==> src/streamPkg.sv <==
/*
 * Shared widths, register map and types of the stream engine.
 * LEN word is {shift[31:28], inWords[27:0]}, and a shift above MAX_SHIFT is capped.
 * Max and min compare words as unsigned 64-bit values.
 */
`default_nettype none

package streamPkg;

    // ------------------------------------------------------------------------
    // widths and limits
    // ------------------------------------------------------------------------
    localparam int DATA_W    = 64;                 // stream word
    localparam int WB_ADDR_W = 4;                  // byte offsets 0x0..0xc
    localparam int WB_DATA_W = 32;
    localparam int COUNT_W   = 28;                 // LEN[27:0]
    localparam int SHIFT_W   = 4;                  // LEN[31:28]
    localparam int MAX_SHIFT = 4;                  // groups of at most 16 words

    localparam logic [WB_ADDR_W-1:0] REG_CMD    = 4'h0;  // write starts a job
    localparam logic [WB_ADDR_W-1:0] REG_LEN    = 4'h4;
    localparam logic [WB_ADDR_W-1:0] REG_STATUS = 4'h8;  // {padded, done, busy}

    localparam logic [DATA_W-1:0] FILL_WORD = 64'hDEAD_BEEF_DEAD_BEEF;  // underflow pad
    localparam int SHIM_WAIT_CYCLES = 64;          // idle cycles before padding
    localparam int IDLE_W = $clog2(SHIM_WAIT_CYCLES) + 1;

    // ------------------------------------------------------------------------
    // types
    // ------------------------------------------------------------------------
    typedef enum logic [1:0] {
        OP_SUM = 2'd0,                             // wraps at 64 bits
        OP_XOR = 2'd1,
        OP_MAX = 2'd2,
        OP_MIN = 2'd3
    } kernelOp_e;

    typedef struct packed {
        kernelOp_e          op;
        logic [SHIFT_W-1:0] shift;                 // already capped
        logic [COUNT_W-1:0] inWords;
        logic [COUNT_W-1:0] outWords;              // inWords >> shift
    } jobCfg_t;

    typedef struct packed {
        logic                 cyc;
        logic                 stb;
        logic                 we;
        logic [WB_ADDR_W-1:0] adr;
        logic [WB_DATA_W-1:0] datW;
    } wbReq_t;

    typedef struct packed {
        logic                 ack;
        logic [WB_DATA_W-1:0] datR;
    } wbRsp_t;

    typedef struct packed {
        logic              valid;
        logic [DATA_W-1:0] data;
    } streamBeat_t;

endpackage

`default_nettype wire

==> src/engineRegs.sv <==
/*
 * Wishbone classic config slave, one access every 2 cycles (ack, then a gap).
 * CMD writes while busy are dropped. irq has no clear of its own and
 * stays high from job end until the next start.
 */
`timescale 1ns/1ps
`default_nettype none

module engineRegs import streamPkg::*; (
    input  logic    CLK,
    input  logic    ARESETN,
    input  wbReq_t  wbReq,
    output wbRsp_t  wbRsp,
    input  logic    shimDone,
    input  logic    padded,
    output jobCfg_t job,
    output logic    start,
    output logic    irq
);

    logic                 ackQ;
    logic [WB_DATA_W-1:0] datRQ;
    logic [SHIFT_W-1:0]   lenShift;
    logic [COUNT_W-1:0]   lenCount;
    logic                 busy;
    logic                 done;
    logic                 paddedQ;
    logic                 wbHit;
    logic                 wbWr;
    logic                 cmdTake;
    logic [SHIFT_W-1:0]   wrShiftRaw;
    logic [SHIFT_W-1:0]   wrShift;
    logic [WB_DATA_W-1:0] rdMux;

    assign wbHit      = wbReq.cyc && wbReq.stb;
    assign wbWr       = wbHit && wbReq.we && ackQ;           // lands on the ack edge
    assign cmdTake    = wbWr && (wbReq.adr == REG_CMD) && !busy;
    assign wrShiftRaw = wbReq.datW[WB_DATA_W-1 -: SHIFT_W];
    assign wrShift    = (wrShiftRaw > SHIFT_W'(MAX_SHIFT)) ? SHIFT_W'(MAX_SHIFT) : wrShiftRaw;

    always_comb begin
        case (wbReq.adr)
            REG_CMD:    rdMux = WB_DATA_W'(job.op);
            REG_LEN:    rdMux = {lenShift, lenCount};
            REG_STATUS: rdMux = {{(WB_DATA_W-3){1'b0}}, paddedQ, done, busy};
            default:    rdMux = '0;
        endcase
    end

    // ------------------------------------------------------------------------
    // bus handshake, ack one cycle after request and never two in a row
    // ------------------------------------------------------------------------
    always_ff @(posedge CLK) begin
        if (!ARESETN) begin
            ackQ <= 1'b0;
        end else begin
            ackQ <= wbHit && !ackQ;
        end
    end

    always_ff @(posedge CLK) begin
        if (wbHit && !ackQ) begin
            datRQ <= rdMux;                                  // read data rides with ack
        end
    end

    assign wbRsp = '{ack: ackQ, datR: datRQ};

    // ------------------------------------------------------------------------
    // LEN register, job state and status
    // ------------------------------------------------------------------------
    always_ff @(posedge CLK) begin
        if (!ARESETN) begin
            lenShift <= '0;
            lenCount <= '0;
            start    <= 1'b0;
            busy     <= 1'b0;
            done     <= 1'b0;
            paddedQ  <= 1'b0;
        end else begin
            start <= cmdTake;                                // one cycle after the ack
            if (wbWr && (wbReq.adr == REG_LEN)) begin
                lenShift <= wrShift;
                lenCount <= wbReq.datW[COUNT_W-1:0];
            end
            if (cmdTake) begin
                busy    <= 1'b1;
                done    <= 1'b0;                             // status clears on start
                paddedQ <= 1'b0;
            end else if (shimDone && busy) begin
                busy    <= 1'b0;
                done    <= 1'b1;
                paddedQ <= padded;
            end
        end
    end

    always_ff @(posedge CLK) begin
        if (cmdTake) begin
            job.op       <= kernelOp_e'(wbReq.datW[1:0]);
            job.shift    <= lenShift;
            job.inWords  <= lenCount;
            job.outWords <= lenCount >> lenShift;            // same rule as the reference
        end
    end

    assign irq = done;

endmodule

`default_nettype wire

==> src/inputGate.sv <==
/*
 * Lets exactly job.inWords words through after each start, then closes.
 * Words offered past the job length are left on the input, never taken.
 */
`timescale 1ns/1ps
`default_nettype none

module inputGate import streamPkg::*; (
    input  logic        CLK,
    input  logic        ARESETN,
    input  logic        start,
    input  jobCfg_t     job,
    input  streamBeat_t inBeat,
    output logic        inReady,
    output streamBeat_t gateBeat,
    input  logic        gateReady
);

    logic [COUNT_W-1:0] remaining;   // words still owed to the kernel
    logic               open;

    assign open     = (remaining != '0);
    assign inReady  = open && gateReady;                     // kernel back-pressure passes up
    assign gateBeat = '{valid: open && inBeat.valid, data: inBeat.data};

    always_ff @(posedge CLK) begin
        if (!ARESETN) begin
            remaining <= '0;
        end else if (start) begin
            remaining <= job.inWords;                        // ready from next cycle
        end else if (inBeat.valid && inReady) begin
            remaining <= remaining - 1'b1;
        end
    end

endmodule

`default_nettype wire

==> src/outputShim.sv <==
/*
 * Delivers exactly job.outWords words downstream. If the kernel stays quiet
 * for more than SHIM_WAIT_CYCLES while words are owed, the rest is FILL_WORD.
 * Stalls under back-pressure never count as idle. Late kernel words are dropped.
 */
`timescale 1ns/1ps
`default_nettype none

module outputShim import streamPkg::*; (
    input  logic        CLK,
    input  logic        ARESETN,
    input  logic        start,
    input  jobCfg_t     job,
    input  streamBeat_t kernBeat,
    output logic        kernReady,
    output streamBeat_t outBeat,
    input  logic        outReady,
    output logic        shimDone,
    output logic        padded
);

    logic [COUNT_W-1:0] remaining;   // output words still owed
    logic               active;
    logic               fill;        // underflow, pad the rest
    logic [IDLE_W-1:0]  idleCnt;
    logic               pending;
    logic               outFire;
    logic               idle;

    assign pending   = active && (remaining != '0);
    assign outBeat   = '{valid: pending && (fill || kernBeat.valid),
                         data:  fill ? FILL_WORD : kernBeat.data};
    assign kernReady = active && (fill || (pending && outReady));  // fill swallows kernel
    assign outFire   = outBeat.valid && outReady;
    assign idle      = pending && !fill && !kernBeat.valid;
    assign shimDone  = active && (remaining == '0);                // one cycle, active drops
    assign padded    = fill;

    // ------------------------------------------------------------------------
    // word count, idle timeout and fill mode
    // ------------------------------------------------------------------------
    always_ff @(posedge CLK) begin
        if (!ARESETN) begin
            active    <= 1'b0;
            remaining <= '0;
            fill      <= 1'b0;
            idleCnt   <= '0;
        end else if (start) begin
            active    <= 1'b1;
            remaining <= job.outWords;
            fill      <= 1'b0;
            idleCnt   <= '0;
        end else begin
            if (shimDone) begin
                active <= 1'b0;
            end
            if (outFire) begin
                remaining <= remaining - 1'b1;
            end
            if (outFire) begin
                idleCnt <= '0;                               // any accepted word rearms
            end else if (idle) begin
                if (idleCnt == IDLE_W'(SHIM_WAIT_CYCLES)) begin
                    fill <= 1'b1;                            // sticky until next start
                end else begin
                    idleCnt <= idleCnt + 1'b1;
                end
            end
        end
    end

endmodule

`default_nettype wire

==> src/reduceKernel.sv <==
/*
 * Reduces each group of 2^shift words into one output word.
 * One output register, so a finished group can wait while the next one builds.
 * A trailing partial group is never emitted and is dropped by the next start.
 */
`timescale 1ns/1ps
`default_nettype none

module reduceKernel import streamPkg::*; (
    input  logic        CLK,
    input  logic        ARESETN,
    input  logic        start,
    input  jobCfg_t     job,
    input  streamBeat_t gateBeat,
    output logic        gateReady,
    output streamBeat_t kernBeat,
    input  logic        kernReady
);

    logic [DATA_W-1:0]    acc;
    logic [MAX_SHIFT-1:0] pos;        // index within the current group
    logic [MAX_SHIFT-1:0] lastPos;
    logic                 outValid;
    logic [DATA_W-1:0]    outData;
    logic                 groupEnd;
    logic                 outFree;
    logic                 inFire;
    logic [DATA_W-1:0]    combined;

    function automatic logic [DATA_W-1:0] combine(kernelOp_e op, logic [DATA_W-1:0] a,
                                                  logic [DATA_W-1:0] b);
        case (op)
            OP_SUM:  return a + b;
            OP_XOR:  return a ^ b;
            OP_MAX:  return (b > a) ? b : a;
            default: return (b < a) ? b : a;                 // OP_MIN
        endcase
    endfunction

    assign lastPos   = MAX_SHIFT'((1 << job.shift) - 1);
    assign groupEnd  = (pos == lastPos);
    assign outFree   = !outValid || kernReady;               // empty or draining now
    assign gateReady = !groupEnd || outFree;                 // only the closing word can stall
    assign inFire    = gateBeat.valid && gateReady;
    assign combined  = (pos == '0) ? gateBeat.data : combine(job.op, acc, gateBeat.data);
    assign kernBeat  = '{valid: outValid, data: outData};

    // ------------------------------------------------------------------------
    // group position and output valid
    // ------------------------------------------------------------------------
    always_ff @(posedge CLK) begin
        if (!ARESETN) begin
            pos      <= '0;
            outValid <= 1'b0;
        end else if (start) begin
            pos      <= '0;                                  // drop partial group
            outValid <= 1'b0;                                // and any stale result
        end else begin
            if (inFire) begin
                pos <= groupEnd ? '0 : pos + 1'b1;
            end
            if (inFire && groupEnd) begin
                outValid <= 1'b1;                            // refill while draining
            end else if (kernReady) begin
                outValid <= 1'b0;
            end
        end
    end

    always_ff @(posedge CLK) begin
        if (inFire) begin
            if (groupEnd) begin
                outData <= combined;
            end else begin
                acc <= combined;
            end
        end
    end

endmodule

`default_nettype wire

==> src/streamEngine.sv <==
/*
 * Stream engine top: Wishbone config, input gate, reduction kernel, output shim.
 * Data path is valid/ready, one 64-bit word per transfer.
 * irq is level, high from job end until the next CMD write.
 */
`timescale 1ns/1ps
`default_nettype none

module streamEngine import streamPkg::*; (
    input  logic        CLK,
    input  logic        ARESETN,
    input  wbReq_t      wbReq,
    output wbRsp_t      wbRsp,
    input  streamBeat_t inBeat,
    output logic        inReady,
    output streamBeat_t outBeat,
    input  logic        outReady,
    output logic        irq
);

    jobCfg_t     job;          // latched on CMD write
    logic        start;        // one-cycle job start
    logic        shimDone;
    logic        padded;
    streamBeat_t gateBeat;
    logic        gateReady;
    streamBeat_t kernBeat;
    logic        kernReady;

    // ------------------------------------------------------------------------
    // control
    // ------------------------------------------------------------------------
    engineRegs u_regs (
        .CLK      (CLK),
        .ARESETN  (ARESETN),
        .wbReq    (wbReq),
        .wbRsp    (wbRsp),
        .shimDone (shimDone),
        .padded   (padded),
        .job      (job),
        .start    (start),
        .irq      (irq)
    );

    // ------------------------------------------------------------------------
    // data path, input -> gate -> kernel -> shim -> output
    // ------------------------------------------------------------------------
    inputGate u_gate (
        .CLK       (CLK),
        .ARESETN   (ARESETN),
        .start     (start),
        .job       (job),
        .inBeat    (inBeat),
        .inReady   (inReady),
        .gateBeat  (gateBeat),
        .gateReady (gateReady)
    );

    reduceKernel u_kernel (
        .CLK       (CLK),
        .ARESETN   (ARESETN),
        .start     (start),
        .job       (job),
        .gateBeat  (gateBeat),
        .gateReady (gateReady),
        .kernBeat  (kernBeat),
        .kernReady (kernReady)
    );

    outputShim u_shim (
        .CLK       (CLK),
        .ARESETN   (ARESETN),
        .start     (start),
        .job       (job),
        .kernBeat  (kernBeat),
        .kernReady (kernReady),
        .outBeat   (outBeat),
        .outReady  (outReady),
        .shimDone  (shimDone),
        .padded    (padded)
    );

endmodule

`default_nettype wire

==> config.mk <==
export PLATFORM = sky130hd
export DESIGN_NAME = streamEngine
export DESIGN_NICKNAME = d
export VERILOG_FILES = /design/src/streamPkg.sv /design/src/engineRegs.sv /design/src/inputGate.sv /design/src/outputShim.sv /design/src/reduceKernel.sv /design/src/streamEngine.sv
export SDC_FILE = /design/constraint.sdc
export NUM_CORES = 1
export LEC_CHECK = 0
export BUFFER_PORTS_ARGS = -buffer_cell sky130_fd_sc_hd__buf_2
export CORE_MARGIN = 1
export CORE_UTILIZATION = 36
export DETAILED_ROUTE_END_ITERATION = 10
export PLACE_DENSITY = 0.58
export REMOVE_ABC_BUFFERS = 1
export SYNTH_ARGS = -nofsm -noshare
export SYNTH_HDL_FRONTEND = slang
export SYNTH_HIERARCHICAL = 1
export SYNTH_SLANG_ARGS = --single-unit
==> constraint.sdc <==
create_clock -name CLK -period 5.7 [get_ports CLK]
set_clock_uncertainty 0.1 [all_clocks]
set_input_delay 1.14 -clock CLK [delete_from_list [all_inputs] [get_ports CLK]]
set_output_delay 1.14 -clock CLK [all_outputs]
set_load 0.05 [all_outputs]
# ---- Word level (Yosys, flattened, before mapping)
# Cells that the tools add are included.
dict set report totals {
  out_inout_bits 100
  ff_bits 329
  wordCells 109
}
dict set report op_classes {
  reduce_logical 48
  magnitude_cmp 3
  n_eq_ne 6
  addsub 6
  muxes 18
  bitwise_logic 5
  shift 2
}
# cell count
set ops {}
lappend ops {{2-to-1 mux 64 bit} 4}
lappend ops {{one-hot mux 64 bit (3 select lines)} 1}
lappend ops {{2-to-1 mux 28 bit} 4}
lappend ops {{one-hot mux 32 bit (3 select lines)} 1}
lappend ops {{adder 64 bit} 1}
lappend ops {{> comparator 64 bit} 1}
lappend ops {{less-than comparator 64 bit} 1}
lappend ops {{XOR 64 bit} 1}
lappend ops {{nonzero test 28 bit} 2}
lappend ops {{subtractor 28 x 1 -> 28 bit, second input constant} 2}
lappend ops {{zero test 28 bit} 1}
lappend ops {{right shift 28 x 4 -> 28 bit} 1}
lappend ops {{logical AND 1 bit} 21}
lappend ops {{nonzero test 2 bit} 5}
lappend ops {{zero test 4 bit} 2}
lappend ops {{2-to-1 mux 4 bit} 2}
lappend ops {{adder 7 x 1 -> 7 bit, second input constant} 1}
lappend ops {{== test 7 bit, second input constant} 1}
lappend ops {{2-to-1 mux 1 bit} 6}
lappend ops {{AND reduction 2 bit} 3}
lappend ops {{zero test 1 bit} 5}
lappend ops {{adder 4 x 1 -> 4 bit, second input constant} 1}
lappend ops {{== test 4 x 3 -> 1 bit, second input constant} 1}
lappend ops {{== test 4 bit} 1}
lappend ops {{12 further kinds} 19}

# ---- Logic depth before layout (Yosys ltp)
dict set report logic_depth {
  ltp_word 11
  mapped_depth 15
}

# ---- By module
# The synthesis kept the hierarchy.
# mod instances area_per_inst_um2 cells_each seq_area_each_um2
set modules_own_cells {}
lappend modules_own_cells {reduceKernel 1 12031.5 1396 3943.8}
lappend modules_own_cells {engineRegs 1 5916.9 425 3563.4}
lappend modules_own_cells {outputShim 1 2544.9 326 740.7}
lappend modules_own_cells {inputGate 1 2228.4 272 560.5}

# ---- Worst setup path after synthesis
# OpenSTA, ideal clock, no wires.
dict set report synth_timing {
  path_kind {input port to flip-flop}
  start {input port wbReq[34] (netlist name)}
  end {register, netlist name u_regs/job[0]}
  setup_slack_ns 0.009
  n_path_buf 0
  t_arrival_ns 5.067
  stages 2
  required_time_ns 5.076
  cell_sequence {or3_1 nor4_2}
}
dict set report synth_between {
  elab_chain_len 3
}
# item line_no
set synth_lines {}
lappend synth_lines {{start: declaration} streamEngine.sv:12} ;# input wbReq_t wbReq,
lappend synth_lines {{zero test 4 bit} engineRegs.sv:37} ;# assign cmdTake = wbWr && (wbReq.adr == REG_CMD) && !busy;
lappend synth_lines {{logical AND 1 bit (2 in series)} engineRegs.sv:37}
lappend synth_lines {{via u_regs.cmdTake} engineRegs.sv:30} ;# logic cmdTake;
# The timed path passes the listed nets, and every way through them passes these cells.
# A chain may end at the register's enable or synchronous reset.

# ---- Worst setup path in the final report
dict set report layout_timing {
  start {register u_shim.remaining[20]}
  end {output port inReady}
}
dict set report layout_between {
  elab_chain_len 8
}
# item line_no
set layout_lines {}
lappend layout_lines {{start: declaration} outputShim.sv:22} ;# logic [COUNT_W-1:0] remaining;
lappend layout_lines {{start signal: assignment} outputShim.sv:50} ;# remaining <= job.outWords;
lappend layout_lines {{start signal: assignment} outputShim.sv:58} ;# remaining <= remaining - 1'b1;
lappend layout_lines {{nonzero test 28 bit} outputShim.sv:30} ;# assign pending = active && (remaining != '0);
lappend layout_lines {{logical AND 1 bit} outputShim.sv:30}
lappend layout_lines {{logical AND 1 bit} outputShim.sv:33} ;# assign kernReady = active && (fill || (pending && outReady));
lappend layout_lines {{logical OR 1 bit} outputShim.sv:33}
lappend layout_lines {{logical AND 1 bit} outputShim.sv:33}
lappend layout_lines {{via kernReady} streamEngine.sv:28} ;# logic kernReady;
lappend layout_lines {{logical OR 1 bit} reduceKernel.sv:42} ;# assign outFree = !outValid || kernReady;
lappend layout_lines {{logical OR 1 bit} reduceKernel.sv:43} ;# assign gateReady = !groupEnd || outFree;
lappend layout_lines {{via gateReady} streamEngine.sv:26} ;# logic gateReady;
lappend layout_lines {{logical AND 1 bit} inputGate.sv:23} ;# assign inReady = open && gateReady;
lappend layout_lines {{end: declaration} streamEngine.sv:15} ;# output logic inReady,
# The timed path passes the listed nets, and every way through them passes these cells.

==> results.yml <==
grt:
  gr-total-overflow: 0
  antenna_found_initial: 11
  grt_pass1_vias: 19100
  use_met3: 0.0393
  busiest_layer: "met2"
  grt_pass1_wl_um: 117000
  met1_usage: 0.329
  grt_max_degree: 69
  gr-usage-met2: 0.383
  grtUsageTotal: 0.239
logic_synthesis:
  synth.distinct_cells: 96
  synthTopCellsByCount: "edfxtp_1, a21oi_1, o21ai_0"
  synth_edf_count: 222
  yosysTopAreaCellShare: 0.293
  synth.most_common_cell: "edfxtp_1"
  synth_seq_area_share: 0.388
  yosys_register_bits: 329
  yosys-top-cells-area: "edfxtp_1, dfxtp_1, ha_1"
  yosysTopAreaCell: "edfxtp_1"
  ys_async_sr_fraction: 0
  synth.avg_cell_area_um2: 9.39
  syn-cell-area_um2: 22700
  yosysWarnings: 6
  synth_cells: 2419
  synthFlopType: "edfxtp_1"
cts:
  post-cts-setup-buffer-count: 0
  ctsResizeCount: 0
  cts_hold_buf: 0
  clk_latency_ns: 0.60
  cts_made_buffers: 42
  cts_tree: "built"
  cts_root_buffer: "clkbuf_16"
  cts.sinks: 329
  htree_levels: 2
  cts.clk_slew.worst_paths_ns: 0.06
  clockBufferDepth: 3
power:
  p_leak_nw: 9.63
  p_total_w: 0.0119
  powerDensity_nw_per_um2: 469
  vdd_ir_drop_max_mv: 0.264
route:
  routedWlPerCell_um: 23.2
  drtAntennaViolNets: 0
  dr_total_vias: 19800
  drt-pass1-iter-count: 7
  drtIter0Drc: 1797
  drt-total-wl_um: 78200
  vias_per_cell: 5.88
  drt_drc_violations_left: 0
sta:
  finalMaxSlewViolations: 0
  hold_viol: 0
  post-route-period-util: 0.860
  tightest_slew_ns: 1.26
  max_freq_mhz: 204
  fin_setup_tns_ns: 0
  rsz0062_at_grt: "no"
  period_needed_ns: 4.90
  setup_viol: 0
  max_slew_margin: 0.158
critical_path:
  endpoint: "inReady"
  rr_endpoint: "u_kernel/outData[54]"
  crit_start: "u_shim/remaining[20]"
  crit_chain: "nor4_1 -> and4_1 -> nand2_1 -> a21oi_1 -> nor2b_1 -> nand3b_1 -> and2_1 -> buf_2"
  max_stage_delay_ns: 0.81
  endpoint_kind: "primary output"
  worstPathArrival_ns: 3.66
  regToRegSetupSlack_ns: 1.13
  rr_worst_depth: 12
  cpMaxStageDelayCell: "and4_1"
  critical_path_class: "reg2out"
  r2r_start: "u_kernel/acc[29]"
  crit_fanout: 18
  cp-start-kind: "flip-flop"
  required_ns: 4.46
min_path:
  hp-class: "reg2reg"
die:
  placementRows: 91
  start_util: 0.366
  core-area_um2: 62100
  die_x_um: 253
  die_y_um: 253
  io_pins: 207
  die_area_um2: 64100
place:
  place_hpwl_um: 56200
  dpl_cell_area_um2: 24000
  post-place-cells: 3288
  place_congestion: 0.974
  numPortBuffers: 206
cells_and_area:
  final_nets: 2739
  areaGrowthSynthToFinish_pct: 11.8
  drive_gt1_frac: 0.175
  postLayoutCellArea_um2: 25400
  fin_cells: 3369
run:
  maxCapViolations: 0
status:
  status: "finished clean"
## flip-flops by register name, indices dropped and copies added, names as in the netlist, 4 cells and up
| name | flops |
|---|---|
| u_gate/remaining | 28 |
| u_shim/idleCnt | 7 |
| u_regs/lenCount | 28 |
| u_kernel/outData | 64 |
| u_kernel/pos | 4 |
| u_kernel/acc | 64 |
| u_regs/datRQ | 32 |
| u_regs/lenShift | 4 |
| u_regs/job | 62 |
| u_shim/remaining | 28 |
## worst min-delay path by stage
stage | from | to | slack [ns] | cells after the start
6_report | u_regs/job[53] | u_gate/remaining[25] | 0.40 | 2
5_1_grt | u_regs/job[35] | u_gate/remaining[7] | 0.43 | 2
4_1_cts | u_regs/job[53] | u_gate/remaining[25] | 0.40 | 2
3_5_place_dp | u_regs/job[53] | u_gate/remaining[25] | 0.38 | 2
3_3_place_gp | u_regs/job[53] | u_gate/remaining[25] | 0.37 | 2
2_1_floorplan | u_regs/lenCount[0] | u_regs/job[28] | 0.34 | 0
## report_power, final
group	leakage (nW)	switching, W	internal, W	total (W)
registers	2.92	0.000308	0.00311	0.00342
clock network	0.679	0.00113	0.00155	0.00268
logic	6.03	0.00387	0.00195	0.00582
## worst max-delay path: cells and delay by family (launching register included)
kind                   cells  cell delay [ns]
AO/OA/AOI/OAI              1             0.21
AND/OR/NAND/NOR            6             2.33
flip-flops                 1             0.35
buffers and inverters      1             0.22
## through the flow
step | setup WS (ns) | utilization | hold slack [ns]
after floorplan | -0.395 | - | 0.338
after global placement | 0.455 | 0.387 | 0.371
after detailed placement | 0.381 | 0.387 | 0.382
after CTS | 0.812 | 0.409 | 0.396
after global routing | 0.622 | 0.409 | 0.431
final | 0.796 | 0.410 | 0.395
## area by class of cell
cell class | count | area (um2)
diodes | 3 | 7.51
repair buffers | 245 | 1350
well taps | 837 | 1050
inverters | 147 | 552
flip-flops and latches | 329 | 8810
fillers | 6114 | 36600
multi-input cells | 1730 | 12200
clock buffers | 57 | 1170
clock inverters | 21 | 230
## metal layers
metal,wire (um),up-vias
met1,34800,9698
met4,1860,14
met3,5630,121
met5,94,-
li1,-,9135
met2,35800,829
## cells by family after synthesis
family / after synthesis / share of synthesized area
AO/OA/AOI/OAI: 708 / 0.198
XOR/XNOR: 81 / 0.0312
adder cells (fa/ha/maj): 137 / 0.0758
buffers and inverters: 360 / 0.0747
flip-flops: 329 / 0.388
multiplexers: 96 / 0.0631
AND/OR/NAND/NOR: 708 / 0.170
## cell usage in the layout (no fill, tap or decap), types with 26 or more instances in the layout
master | synthesis | routed
or2_2 | 54 | 54
ha_1 | 136 | 136
mux2i_1 | 52 | 52
a211oi_1 | 26 | 26
nand4_1 | 27 | 27
nor3_1 | 44 | 43
xnor2_1 | 66 | 66
buf_2 | 30 | 206
nand2_1 | 110 | 110
a31oi_1 | 29 | 29
clkbuf_16 | 0 | 43
o31ai_1 | 41 | 41
edfxtp_1 | 222 | 222
nor4_1 | 54 | 54
nor2_1 | 144 | 142
or3_1 | 31 | 31
and2_1 | 36 | 35
buf_4 | 70 | 37
a22oi_1 | 51 | 51
inv_1 | 141 | 139
dfxtp_1 | 107 | 105
nand3_1 | 77 | 77
nor2b_1 | 36 | 35
a21oi_1 | 210 | 210
o21ai_0 | 158 | 158
Power figures use the tool's default switching activity.
